===== src/verilog/wb_pkg.sv =====
// Shared write-back types, the XER address and the SPR fairness enum, used by scoped name
package wb_pkg;

    // 32-bit GPR result or XER value
    typedef logic [0:31] word_t;

    // GPR register address
    typedef logic [0:4] gpr_addr_t;

    // SPR register address
    typedef logic [0:9] spr_addr_t;

    // Condition field, bit 0 is less-than, then greater-than, equal, summary-overflow
    typedef logic [0:3] cr_field_t;

    // XER sits at SPR address 1
    localparam spr_addr_t XER_SPR_ADDR = 10'd1;

    // Who wins the next XER/SPR collision
    typedef enum logic {
        TURN_GPR,
        TURN_SPR
    } spr_turn_t;

endpackage


===== src/verilog/gpr_rr_search.sv =====
// Round-robin pointer over the GPR producers and the two candidate searches fed to grant control
`timescale 1ns/100ps

module gpr_rr_search #(
    parameter int ARBITER_DEPTH = 8
) (
    input  logic                                                   clk,
    input  logic                                                   rst,
    input  logic [0:ARBITER_DEPTH-1]                               gpr_valid,
    input  logic [0:ARBITER_DEPTH-1]                               gpr_xer_valid,
    input  logic                                                   gpr_grant,
    input  logic [0:((ARBITER_DEPTH > 1) ? $clog2(ARBITER_DEPTH) : 1)-1] gpr_grant_idx,
    output logic                                                   next_found,
    output logic [0:((ARBITER_DEPTH > 1) ? $clog2(ARBITER_DEPTH) : 1)-1] next_idx,
    output logic                                                   noxer_found,
    output logic [0:((ARBITER_DEPTH > 1) ? $clog2(ARBITER_DEPTH) : 1)-1] noxer_idx
);

    localparam int IDX_WIDTH = (ARBITER_DEPTH > 1) ? $clog2(ARBITER_DEPTH) : 1;

    logic [0:IDX_WIDTH-1] last_idx;
    logic [0:IDX_WIDTH-1] start_idx;

    // Last granted unit starts at the top so the first search begins at unit 0
    always_ff @(posedge clk) begin
        if (rst) begin
            last_idx <= IDX_WIDTH'(ARBITER_DEPTH - 1);
        end else if (gpr_grant) begin
            last_idx <= gpr_grant_idx;
        end
    end

    // Search starts one past the last winner and wraps at the depth
    always_comb begin
        if (last_idx == IDX_WIDTH'(ARBITER_DEPTH - 1)) begin
            start_idx = '0;
        end else begin
            start_idx = last_idx + IDX_WIDTH'(1);
        end
    end

    // Both first-match searches walk the same circular order
    always_comb begin
        int cur;

        next_found  = 1'b0;
        next_idx    = start_idx;
        noxer_found = 1'b0;
        noxer_idx   = start_idx;
        for (int i = 0; i < ARBITER_DEPTH; i++) begin
            cur = int'(start_idx) + i;
            if (cur >= ARBITER_DEPTH) begin
                cur = cur - ARBITER_DEPTH;
            end
            if (gpr_valid[cur] && !next_found) begin
                next_found = 1'b1;
                next_idx   = IDX_WIDTH'(cur);
            end
            // A unit without XER side effect can share the cycle with an SPR write
            if (gpr_valid[cur] && !gpr_xer_valid[cur] && !noxer_found) begin
                noxer_found = 1'b1;
                noxer_idx   = IDX_WIDTH'(cur);
            end
        end
    end

    // A grant always names a unit that presents a result
    a_grant_names_valid_unit: assert property (
        @(posedge clk) disable iff (rst) gpr_grant |-> gpr_valid[gpr_grant_idx]
    );

endmodule


===== src/verilog/wb_grant_control.sv =====
// Per-cycle GPR and SPR grant decision with the SPR fairness turn, driven by the search results
`timescale 1ns/100ps

module wb_grant_control #(
    parameter int ARBITER_DEPTH = 8
) (
    input  logic                                                   clk,
    input  logic                                                   rst,
    input  logic                                                   spr_valid,
    input  logic                                                   next_found,
    input  logic [0:((ARBITER_DEPTH > 1) ? $clog2(ARBITER_DEPTH) : 1)-1] next_idx,
    input  logic                                                   noxer_found,
    input  logic [0:((ARBITER_DEPTH > 1) ? $clog2(ARBITER_DEPTH) : 1)-1] noxer_idx,
    input  logic [0:ARBITER_DEPTH-1]                               gpr_xer_valid,
    output logic                                                   gpr_grant,
    output logic [0:((ARBITER_DEPTH > 1) ? $clog2(ARBITER_DEPTH) : 1)-1] gpr_grant_idx,
    output logic                                                   spr_grant
);

    wb_pkg::spr_turn_t turn;
    wb_pkg::spr_turn_t turn_next;

    always_comb begin
        gpr_grant     = 1'b0;
        gpr_grant_idx = next_idx;
        spr_grant     = 1'b0;
        turn_next     = turn;

        if (!spr_valid) begin
            // No competition for the SPR port
            gpr_grant     = next_found;
            gpr_grant_idx = next_idx;
        end else if (turn == wb_pkg::TURN_SPR) begin
            // SPR wins and an XER-free result may still ride along
            spr_grant     = 1'b1;
            gpr_grant     = noxer_found;
            gpr_grant_idx = noxer_idx;
            turn_next     = wb_pkg::TURN_GPR;
        end else begin
            if (noxer_found) begin
                gpr_grant     = 1'b1;
                gpr_grant_idx = noxer_idx;
                spr_grant     = 1'b1;
            end else if (next_found) begin
                // Only XER producers are left so the GPR result goes first
                gpr_grant     = 1'b1;
                gpr_grant_idx = next_idx;
            end else begin
                spr_grant = 1'b1;
            end
            turn_next = wb_pkg::TURN_SPR;
        end
    end

    always_ff @(posedge clk) begin
        if (rst) begin
            turn <= wb_pkg::TURN_GPR;
        end else begin
            turn <= turn_next;
        end
    end

    // A paired grant never hands the SPR port to two XER writers
    a_pair_without_xer: assert property (
        @(posedge clk) disable iff (rst)
        (gpr_grant && spr_grant) |-> !gpr_xer_valid[gpr_grant_idx]
    );

endmodule


===== src/verilog/wb_result_mux.sv =====
// Ready decode, granted data selection, CR0 computation and the registered write-back outputs
`timescale 1ns/100ps

module wb_result_mux #(
    parameter int RS_ID_WIDTH   = 5,
    parameter int ARBITER_DEPTH = 8
) (
    input  logic                                                   clk,
    input  logic                                                   rst,
    input  logic                                                   gpr_grant,
    input  logic [0:((ARBITER_DEPTH > 1) ? $clog2(ARBITER_DEPTH) : 1)-1] gpr_grant_idx,
    input  logic                                                   spr_grant,

    // GPR producers
    input  logic [0:ARBITER_DEPTH-1]                               gpr_valid,
    input  logic [0:RS_ID_WIDTH-1]                                 gpr_rs_id [0:ARBITER_DEPTH-1],
    input  wb_pkg::gpr_addr_t                                      gpr_addr [0:ARBITER_DEPTH-1],
    input  wb_pkg::word_t                                          gpr_result [0:ARBITER_DEPTH-1],
    input  logic [0:ARBITER_DEPTH-1]                               gpr_xer_valid,
    input  wb_pkg::word_t                                          gpr_xer [0:ARBITER_DEPTH-1],
    input  logic [0:ARBITER_DEPTH-1]                               gpr_cr0_valid,
    input  logic [0:ARBITER_DEPTH-1]                               gpr_so,

    // SPR producer
    input  logic [0:RS_ID_WIDTH-1]                                 spr_rs_id,
    input  wb_pkg::spr_addr_t                                      spr_addr,
    input  wb_pkg::word_t                                          spr_value,

    output logic [0:ARBITER_DEPTH-1]                               gpr_ready,
    output logic                                                   spr_ready,
    output logic                                                   gpr_out_valid,
    output logic [0:RS_ID_WIDTH-1]                                 gpr_out_rs_id,
    output wb_pkg::gpr_addr_t                                      gpr_out_addr,
    output wb_pkg::word_t                                          gpr_out_result,
    output logic                                                   spr_out_valid,
    output logic [0:RS_ID_WIDTH-1]                                 spr_out_rs_id,
    output wb_pkg::spr_addr_t                                      spr_out_addr,
    output wb_pkg::word_t                                          spr_out_value,
    output logic                                                   cr0_valid_out,
    output logic [0:RS_ID_WIDTH-1]                                 cr0_rs_id,
    output wb_pkg::cr_field_t                                      cr0_out
);

    logic gpr_take;
    logic xer_take;
    logic cr0_take;

    // Sign of the result decides LT/GT/EQ, SO is copied through
    function automatic wb_pkg::cr_field_t cr0_field(input wb_pkg::word_t result, input logic so);
        if ($signed(result) < 0) begin
            return {3'b100, so};
        end else if ($signed(result) > 0) begin
            return {3'b010, so};
        end else begin
            return {3'b001, so};
        end
    endfunction

    always_comb begin
        gpr_ready = '0;
        if (gpr_grant) begin
            gpr_ready[gpr_grant_idx] = 1'b1;
        end
    end

    assign spr_ready = spr_grant;

    assign gpr_take = gpr_grant && gpr_valid[gpr_grant_idx];
    assign xer_take = gpr_take && gpr_xer_valid[gpr_grant_idx];
    assign cr0_take = gpr_take && gpr_cr0_valid[gpr_grant_idx];

    always_ff @(posedge clk) begin
        if (rst) begin
            gpr_out_valid  <= 1'b0;
            gpr_out_rs_id  <= '0;
            gpr_out_addr   <= '0;
            gpr_out_result <= '0;
            spr_out_valid  <= 1'b0;
            spr_out_rs_id  <= '0;
            spr_out_addr   <= '0;
            spr_out_value  <= '0;
            cr0_valid_out  <= 1'b0;
            cr0_rs_id      <= '0;
            cr0_out        <= '0;
        end else begin
            gpr_out_valid <= gpr_take;
            spr_out_valid <= spr_grant || xer_take;
            cr0_valid_out <= cr0_take;
            if (gpr_take) begin
                gpr_out_rs_id  <= gpr_rs_id[gpr_grant_idx];
                gpr_out_addr   <= gpr_addr[gpr_grant_idx];
                gpr_out_result <= gpr_result[gpr_grant_idx];
            end
            // SPR port carries either the SPR write or the unit's XER update
            if (spr_grant) begin
                spr_out_rs_id <= spr_rs_id;
                spr_out_addr  <= spr_addr;
                spr_out_value <= spr_value;
            end else if (xer_take) begin
                spr_out_rs_id <= gpr_rs_id[gpr_grant_idx];
                spr_out_addr  <= wb_pkg::XER_SPR_ADDR;
                spr_out_value <= gpr_xer[gpr_grant_idx];
            end
            if (cr0_take) begin
                cr0_rs_id <= gpr_rs_id[gpr_grant_idx];
                cr0_out   <= cr0_field(gpr_result[gpr_grant_idx], gpr_so[gpr_grant_idx]);
            end
        end
    end

    // Grant control must never let both sources claim the SPR port
    a_spr_single_source: assert property (
        @(posedge clk) disable iff (rst) !(spr_grant && xer_take)
    );

endmodule


===== src/verilog/wb_arbiter_top.sv =====
// Write-back arbiter top level, sets the parameters and connects search, grant control and output mux
`timescale 1ns/100ps

module wb_arbiter_top #(
    parameter int RS_ID_WIDTH   = 5,
    parameter int ARBITER_DEPTH = 8
) (
    input  logic                         clk,
    input  logic                         rst,

    // GPR producers
    input  logic [0:ARBITER_DEPTH-1]     gpr_valid,
    output logic [0:ARBITER_DEPTH-1]     gpr_ready,
    input  logic [0:RS_ID_WIDTH-1]       gpr_rs_id [0:ARBITER_DEPTH-1],
    input  wb_pkg::gpr_addr_t            gpr_addr [0:ARBITER_DEPTH-1],
    input  wb_pkg::word_t                gpr_result [0:ARBITER_DEPTH-1],
    input  logic [0:ARBITER_DEPTH-1]     gpr_xer_valid,
    input  wb_pkg::word_t                gpr_xer [0:ARBITER_DEPTH-1],
    input  logic [0:ARBITER_DEPTH-1]     gpr_cr0_valid,
    input  logic [0:ARBITER_DEPTH-1]     gpr_so,

    // SPR producer
    input  logic                         spr_valid,
    output logic                         spr_ready,
    input  logic [0:RS_ID_WIDTH-1]       spr_rs_id,
    input  wb_pkg::spr_addr_t            spr_addr,
    input  wb_pkg::word_t                spr_value,

    // Register file write ports
    output logic                         gpr_out_valid,
    output logic [0:RS_ID_WIDTH-1]       gpr_out_rs_id,
    output wb_pkg::gpr_addr_t            gpr_out_addr,
    output wb_pkg::word_t                gpr_out_result,
    output logic                         spr_out_valid,
    output logic [0:RS_ID_WIDTH-1]       spr_out_rs_id,
    output wb_pkg::spr_addr_t            spr_out_addr,
    output wb_pkg::word_t                spr_out_value,
    output logic                         cr0_valid_out,
    output logic [0:RS_ID_WIDTH-1]       cr0_rs_id,
    output wb_pkg::cr_field_t            cr0_out
);

    localparam int IDX_WIDTH = (ARBITER_DEPTH > 1) ? $clog2(ARBITER_DEPTH) : 1;

    logic                 next_found;
    logic [0:IDX_WIDTH-1] next_idx;
    logic                 noxer_found;
    logic [0:IDX_WIDTH-1] noxer_idx;
    logic                 gpr_grant;
    logic [0:IDX_WIDTH-1] gpr_grant_idx;
    logic                 spr_grant;

    gpr_rr_search #(
        .ARBITER_DEPTH (ARBITER_DEPTH)
    ) i_gpr_rr_search (
        .clk           (clk),
        .rst           (rst),
        .gpr_valid     (gpr_valid),
        .gpr_xer_valid (gpr_xer_valid),
        .gpr_grant     (gpr_grant),
        .gpr_grant_idx (gpr_grant_idx),
        .next_found    (next_found),
        .next_idx      (next_idx),
        .noxer_found   (noxer_found),
        .noxer_idx     (noxer_idx)
    );

    // gpr_xer_valid feeds only the pairing check in grant control
    wb_grant_control #(
        .ARBITER_DEPTH (ARBITER_DEPTH)
    ) i_wb_grant_control (
        .clk           (clk),
        .rst           (rst),
        .spr_valid     (spr_valid),
        .next_found    (next_found),
        .next_idx      (next_idx),
        .noxer_found   (noxer_found),
        .noxer_idx     (noxer_idx),
        .gpr_xer_valid (gpr_xer_valid),
        .gpr_grant     (gpr_grant),
        .gpr_grant_idx (gpr_grant_idx),
        .spr_grant     (spr_grant)
    );

    wb_result_mux #(
        .RS_ID_WIDTH   (RS_ID_WIDTH),
        .ARBITER_DEPTH (ARBITER_DEPTH)
    ) i_wb_result_mux (
        .clk            (clk),
        .rst            (rst),
        .gpr_grant      (gpr_grant),
        .gpr_grant_idx  (gpr_grant_idx),
        .spr_grant      (spr_grant),
        .gpr_valid      (gpr_valid),
        .gpr_rs_id      (gpr_rs_id),
        .gpr_addr       (gpr_addr),
        .gpr_result     (gpr_result),
        .gpr_xer_valid  (gpr_xer_valid),
        .gpr_xer        (gpr_xer),
        .gpr_cr0_valid  (gpr_cr0_valid),
        .gpr_so         (gpr_so),
        .spr_rs_id      (spr_rs_id),
        .spr_addr       (spr_addr),
        .spr_value      (spr_value),
        .gpr_ready      (gpr_ready),
        .spr_ready      (spr_ready),
        .gpr_out_valid  (gpr_out_valid),
        .gpr_out_rs_id  (gpr_out_rs_id),
        .gpr_out_addr   (gpr_out_addr),
        .gpr_out_result (gpr_out_result),
        .spr_out_valid  (spr_out_valid),
        .spr_out_rs_id  (spr_out_rs_id),
        .spr_out_addr   (spr_out_addr),
        .spr_out_value  (spr_out_value),
        .cr0_valid_out  (cr0_valid_out),
        .cr0_rs_id      (cr0_rs_id),
        .cr0_out        (cr0_out)
    );

endmodule


===== config.mk =====
export PLATFORM = sky130hd
export DESIGN_NAME = wb_arbiter_top
export DESIGN_NICKNAME = d
export VERILOG_FILES = /design/src/verilog/wb_pkg.sv /design/src/verilog/gpr_rr_search.sv /design/src/verilog/wb_grant_control.sv /design/src/verilog/wb_result_mux.sv /design/src/verilog/wb_arbiter_top.sv
export SDC_FILE = /design/constraint.sdc
export NUM_CORES = 1
export LEC_CHECK = 0
export BUFFER_PORTS_ARGS = -buffer_cell sky130_fd_sc_hd__buf_2
export CAP_MARGIN = 5
export CORE_AREA = 2 2 305 307
export CTS_CLUSTER_DIAMETER = 120
export DETAILED_ROUTE_END_ITERATION = 6
export DIE_AREA = 0 0 307 309
export PLACE_DENSITY = 0.37
export SYNTH_ARGS = -nofsm -noshare
export SYNTH_HDL_FRONTEND = slang
export SYNTH_HIERARCHICAL = 1
export SYNTH_SLANG_ARGS = --single-unit

===== constraint.sdc =====
create_clock -name clk -period 5.8 [get_ports clk]
set_input_delay 0.87 -clock clk [delete_from_list [all_inputs] [get_ports clk]]
set_output_delay 0.87 -clock clk [all_outputs]
set_load 0.01 [all_outputs]

==> impl_table.tex <==
\begin{tabular}{lr}
\hline
Metric & Value \\
\hline
\multicolumn{2}{l}{\textbf{Cells and area}} \\
Total Nets Final & 2507 \\
Filler Cell Count & just over 10000 \\
Fraction of layout cells with a size suffix above 1 & 0.630 \\
Non-filler cells, final & $\sim$3000 \\
Area growth, synth to finish & 62.8\% \\
\multicolumn{2}{l}{\textbf{Worst setup path}} \\
Path depth of the worst reg2reg path & 22 \\
FF-to-FF setup slack & 0.24 ns \\
Worst setup path class & flop to flop \\
Arrival time reported for the critical path endpoint & around 5.8 ns \\
CP max FO & 11 \\
Endpoint class of the critical path & flop \\
Critical R2R Launch & i\_gpr\_rr\_search/last\_idx[2]\$\_SDFFE\_PP1P\_ \\
Startpoint kind of the worst setup timing path & flop \\
End of the worst register-to-register path & i\_wb\_result\_mux/cr0\_out[2]\$\_SDFFE\_PP0P\_ \\
Critical path data required time & 6.06 ns \\
\multicolumn{2}{l}{\textbf{Synth}} \\
Post-synthesis compound-gate area fraction & 0.136 \\
Cell type with the largest total area after synthesis & mux4\_2 \\
Number of flip-flops and latches in the synthesized netlist & 105 \\
Synthesized area per cell & 10.3 sq um \\
Number of standard cells after synthesis & 1025 \\
Area share of the largest cell type after synthesis & 0.286 \\
Post-synthesis async set-or-reset flop share & 0 \\
Post-synthesis instance area & 10600 sq um \\
Sequential-to-total area share from yosys stat & 0.199 \\
Synthesized netlist net count & 1702 \\
Ranking of synthesized cells by area & mux4\_2, dfxtp\_1, mux2i\_1, mux2\_2, nand2\_1 \\
XOR/XNOR Fraction of Synth Area & 0.00735 \\
Top flip-flop cell by instance count after synthesis & dfxtp\_1 \\
Post-synthesis mux area share & 0.488 \\
Adder-cell share of the synthesized area & 0.00355 \\
Most frequent cell after synthesis & mux2i\_1 \\
Synth top cells by count & mux2i\_1, mux4\_2, dfxtp\_1 \\
Largest family of logic cells by synthesized area & multiplexers \\
Synth cell types & 75 \\
Simple-gate share of the synthesized area & 0.113 \\
EDFF count, synth & 0 \\
Synth warn & 6 \\
\multicolumn{2}{l}{\textbf{Min path}} \\
Worst hold path startpoint & i\_wb\_result\_mux/gpr\_out\_result[3]\$\_SDFFE\_PP0P\_ \\
Worst Hold End & i\_wb\_result\_mux/gpr\_out\_result[3]\$\_SDFFE\_PP0P\_ \\
Type of the tightest min-delay check & flop to flop \\
Hold Path Stages & 2 \\
\multicolumn{2}{l}{\textbf{Global routing}} \\
Global-route wire length before repair & 101000 um \\
Pin count of the biggest net entering global routing & 79 \\
All-Layer GR Usage & 0.151 \\
Sum of overflow across all layers after global routing & 0 \\
Vias in the first global route & 13400 \\
Initial antenna violation count & 28 \\
\multicolumn{2}{l}{\textbf{Floorplanning}} \\
Core ar. & 91400 sq um \\
Area enclosed by the die boundary & 94900 sq um \\
Horizontal die dimension & 307 um \\
Top-Level Pins & 784 \\
Die H & slightly above 300 um \\
Starting density of the core & 0.116 \\
Rows & 111 \\
\multicolumn{2}{l}{\textbf{Place}} \\
Cell total after placement & 2978 \\
DP Wirelength & approximately 63000 um \\
Total of buffers placed on input and output ports & 783 \\
Final Wtd Congestion & 0.945 \\
\multicolumn{2}{l}{\textbf{Clock tree}} \\
Cts bufs inserted & 9 \\
Clock Sink Count & about 110 \\
H-tree level count & 3 \\
Buffer levels on the longest clock path & 2 \\
Root Driver & clkbuf\_16 \\
Clock latency reported for the late side of the worst-skew pair & 0.39 ns \\
Hold\_buf cts & 0 \\
Reg clk slew, reported paths & 0.09 ns \\
CTS tree & done \\
\multicolumn{2}{l}{\textbf{Drt}} \\
Count of nets left with antenna violations after detail routing & 0 \\
Starting DRT DRC Count & slightly below 800 \\
Number of remaining DRC errors & 0 \\
1st-pass router iterations & 5 \\
Number of vias per cell after detailed routing & 4.23 \\
Detailed-route wire length per cell & 25.2 um \\
Via Count & between 10000 and 15000 \\
Total routed wirelength & 76100 um \\
\multicolumn{2}{l}{\textbf{Timing}} \\
Transition time at the pin with the least slew margin & approximately 0.93 ns \\
Final Critical Period & 5.56 ns \\
Worst max-slew margin expressed relative to the limit & 0.379 \\
Count of final setup violators & 0 \\
Layout Skew & 0.0133 ns \\
Period utilisation layout & 0.959 \\
Highest clock rate & 180 MHz \\
Final Hold Violating Endpoints & 0 \\
Number of max-slew violations in the final report & 0 \\
\multicolumn{2}{l}{\textbf{Run status}} \\
Result of the run & complete, no violations \\
\multicolumn{2}{l}{\textbf{Run}} \\
Max-cap check violation count & 0 \\
\hline
\end{tabular}
==> final cells by class <==
| type | count | area [sq um] | share of cell area |
|---|---|---|---|
| multi-input combinational | 804 | 8220 | 0.478 |
| sequential | 105 | 2100 | 0.122 |
| clock buffer | 9 | 225 | 0.0131 |
| tap | 1186 | 1480 | 0.0863 |
| timing repair buffer | 897 | 5030 | 0.293 |
| antenna | 6 | 15.0 | 0.000873 |
| inverter | 13 | 48.8 | 0.00284 |
| clock inverter | 5 | 57.6 | 0.00335 |
==> metrics by stage <==
stage / setup WS, ns / cell area [sq um] / TNS [ns] / util / hold slack (ns)
after detailed placement: -0.164 / 16300 / -2.63 / 0.179 / 0.453
after global routing: -0.00677 / 17200 / -0.0104 / 0.188 / 0.484
after global placement: -0.237 / 16300 / -2.94 / 0.179 / 0.447
after floorplan: 0.0503 / 10600 / 0 / - / 0.481
final: 0.239 / 17200 / 0 / 0.188 / 0.459
after CTS: 0.00426 / 16900 / 0 / 0.185 / 0.464
==> sequential cells by signal (all words and copies together), names as in the netlist <==
signal                          cells
i_wb_result_mux/gpr_out_result     32
i_wb_result_mux/spr_out_value      32
i_wb_result_mux/spr_out_addr       10
i_wb_result_mux/cr0_rs_id           5
i_wb_result_mux/gpr_out_addr        5
i_wb_result_mux/gpr_out_rs_id       5
i_wb_result_mux/spr_out_rs_id       5
i_wb_result_mux/cr0_out             4
i_gpr_rr_search/last_idx            3
i_wb_grant_control/turn             1
i_wb_result_mux/cr0_valid_out       1
i_wb_result_mux/gpr_out_valid       1
i_wb_result_mux/spr_out_valid       1
==> worst max-delay path, cell delays in order (launching register included) <==
cell     delay (ns)
dfxtp_1        0.32
ha_1           0.20
ha_1           0.24
nor2_4         0.17
inv_2          0.08
buf_4          0.17
buf_4          0.16
mux4_2         0.46
a21bo_2        0.24
nand3_1        0.08
mux2_2         0.26
a311o_1        0.38
xnor2_1        0.14
a22oi_2        0.22
buf_4          0.20
mux2_4         0.36
buf_4          0.19
mux4_2         0.30
mux2i_2        0.23
nand4_1        0.15
or4_4          0.59
nor4_4         0.17
o31ai_1        0.11
==> layout by cell type, fill, tap and decap left out, types with 7 or more instances in the layout <==
| cell | n |
|---|---|
| a21oi_1 | 50 |
| a221oi_1 | 11 |
| a22o_1 | 7 |
| a22oi_1 | 22 |
| a311oi_1 | 14 |
| buf_12 | 13 |
| buf_2 | 782 |
| buf_4 | 95 |
| clkbuf_16 | 10 |
| dfxtp_1 | 105 |
| inv_1 | 11 |
| mux2_2 | 45 |
| mux2i_1 | 139 |
| mux2i_2 | 14 |
| mux4_2 | 135 |
| nand2_1 | 77 |
| nand3_1 | 17 |
| nand4_1 | 16 |
| nor2_1 | 68 |
| nor2b_1 | 8 |
| nor3_1 | 7 |
| o21ai_0 | 13 |
| o22ai_1 | 39 |
==> worst max path at each step <==
stage,start,to,slack [ns],cells past startpoint
6_report,i_gpr_rr_search/last_idx[2]$_SDFFE_PP1P_,i_wb_result_mux/cr0_out[2]$_SDFFE_PP0P_,0.24,22
2_1_floorplan,i_gpr_rr_search/last_idx[2]$_SDFFE_PP1P_,gpr_ready[5],0.05,23
5_1_grt,i_gpr_rr_search/last_idx[2]$_SDFFE_PP1P_,i_wb_result_mux/cr0_out[2]$_SDFFE_PP0P_,-0.007,22
3_3_place_gp,i_gpr_rr_search/last_idx[2]$_SDFFE_PP1P_,i_wb_result_mux/cr0_out[1]$_SDFFE_PP0P_,-0.24,21
4_1_cts,i_gpr_rr_search/last_idx[2]$_SDFFE_PP1P_,i_wb_result_mux/cr0_out[1]$_SDFFE_PP0P_,0.004,20
3_5_place_dp,i_gpr_rr_search/last_idx[2]$_SDFFE_PP1P_,i_wb_result_mux/cr0_out[1]$_SDFFE_PP0P_,-0.16,20
==> cells by family after synthesis <==
group                    count (synthesis)
multiplexers                           338
AND/OR/NAND/NOR                        246
buffers and inverters                  118
XOR/XNOR                                 8
AO/OA/AOI/OAI                          207
adder cells (fa/ha/maj)                  3
flip-flops                             105
==> layer usage <==
layer,track usage,routed length [um]
met4,0.0568,2730
met2,0.285,40200
met1,0.165,28300
met5,0,27
met3,0.0325,4910
==> repair_timing <==
action | in CTS | in global routing
cloned | 3 | 1
buffers inserted | 9 | 14
pin swaps | 4 | 4
gates resized for setup | 26 | 29
setup endpoints to repair | 48 | 55
Power is left out: the tool's default activity adds up to more than one toggle a clock period on the data nets, which glitch-free logic cannot reach.
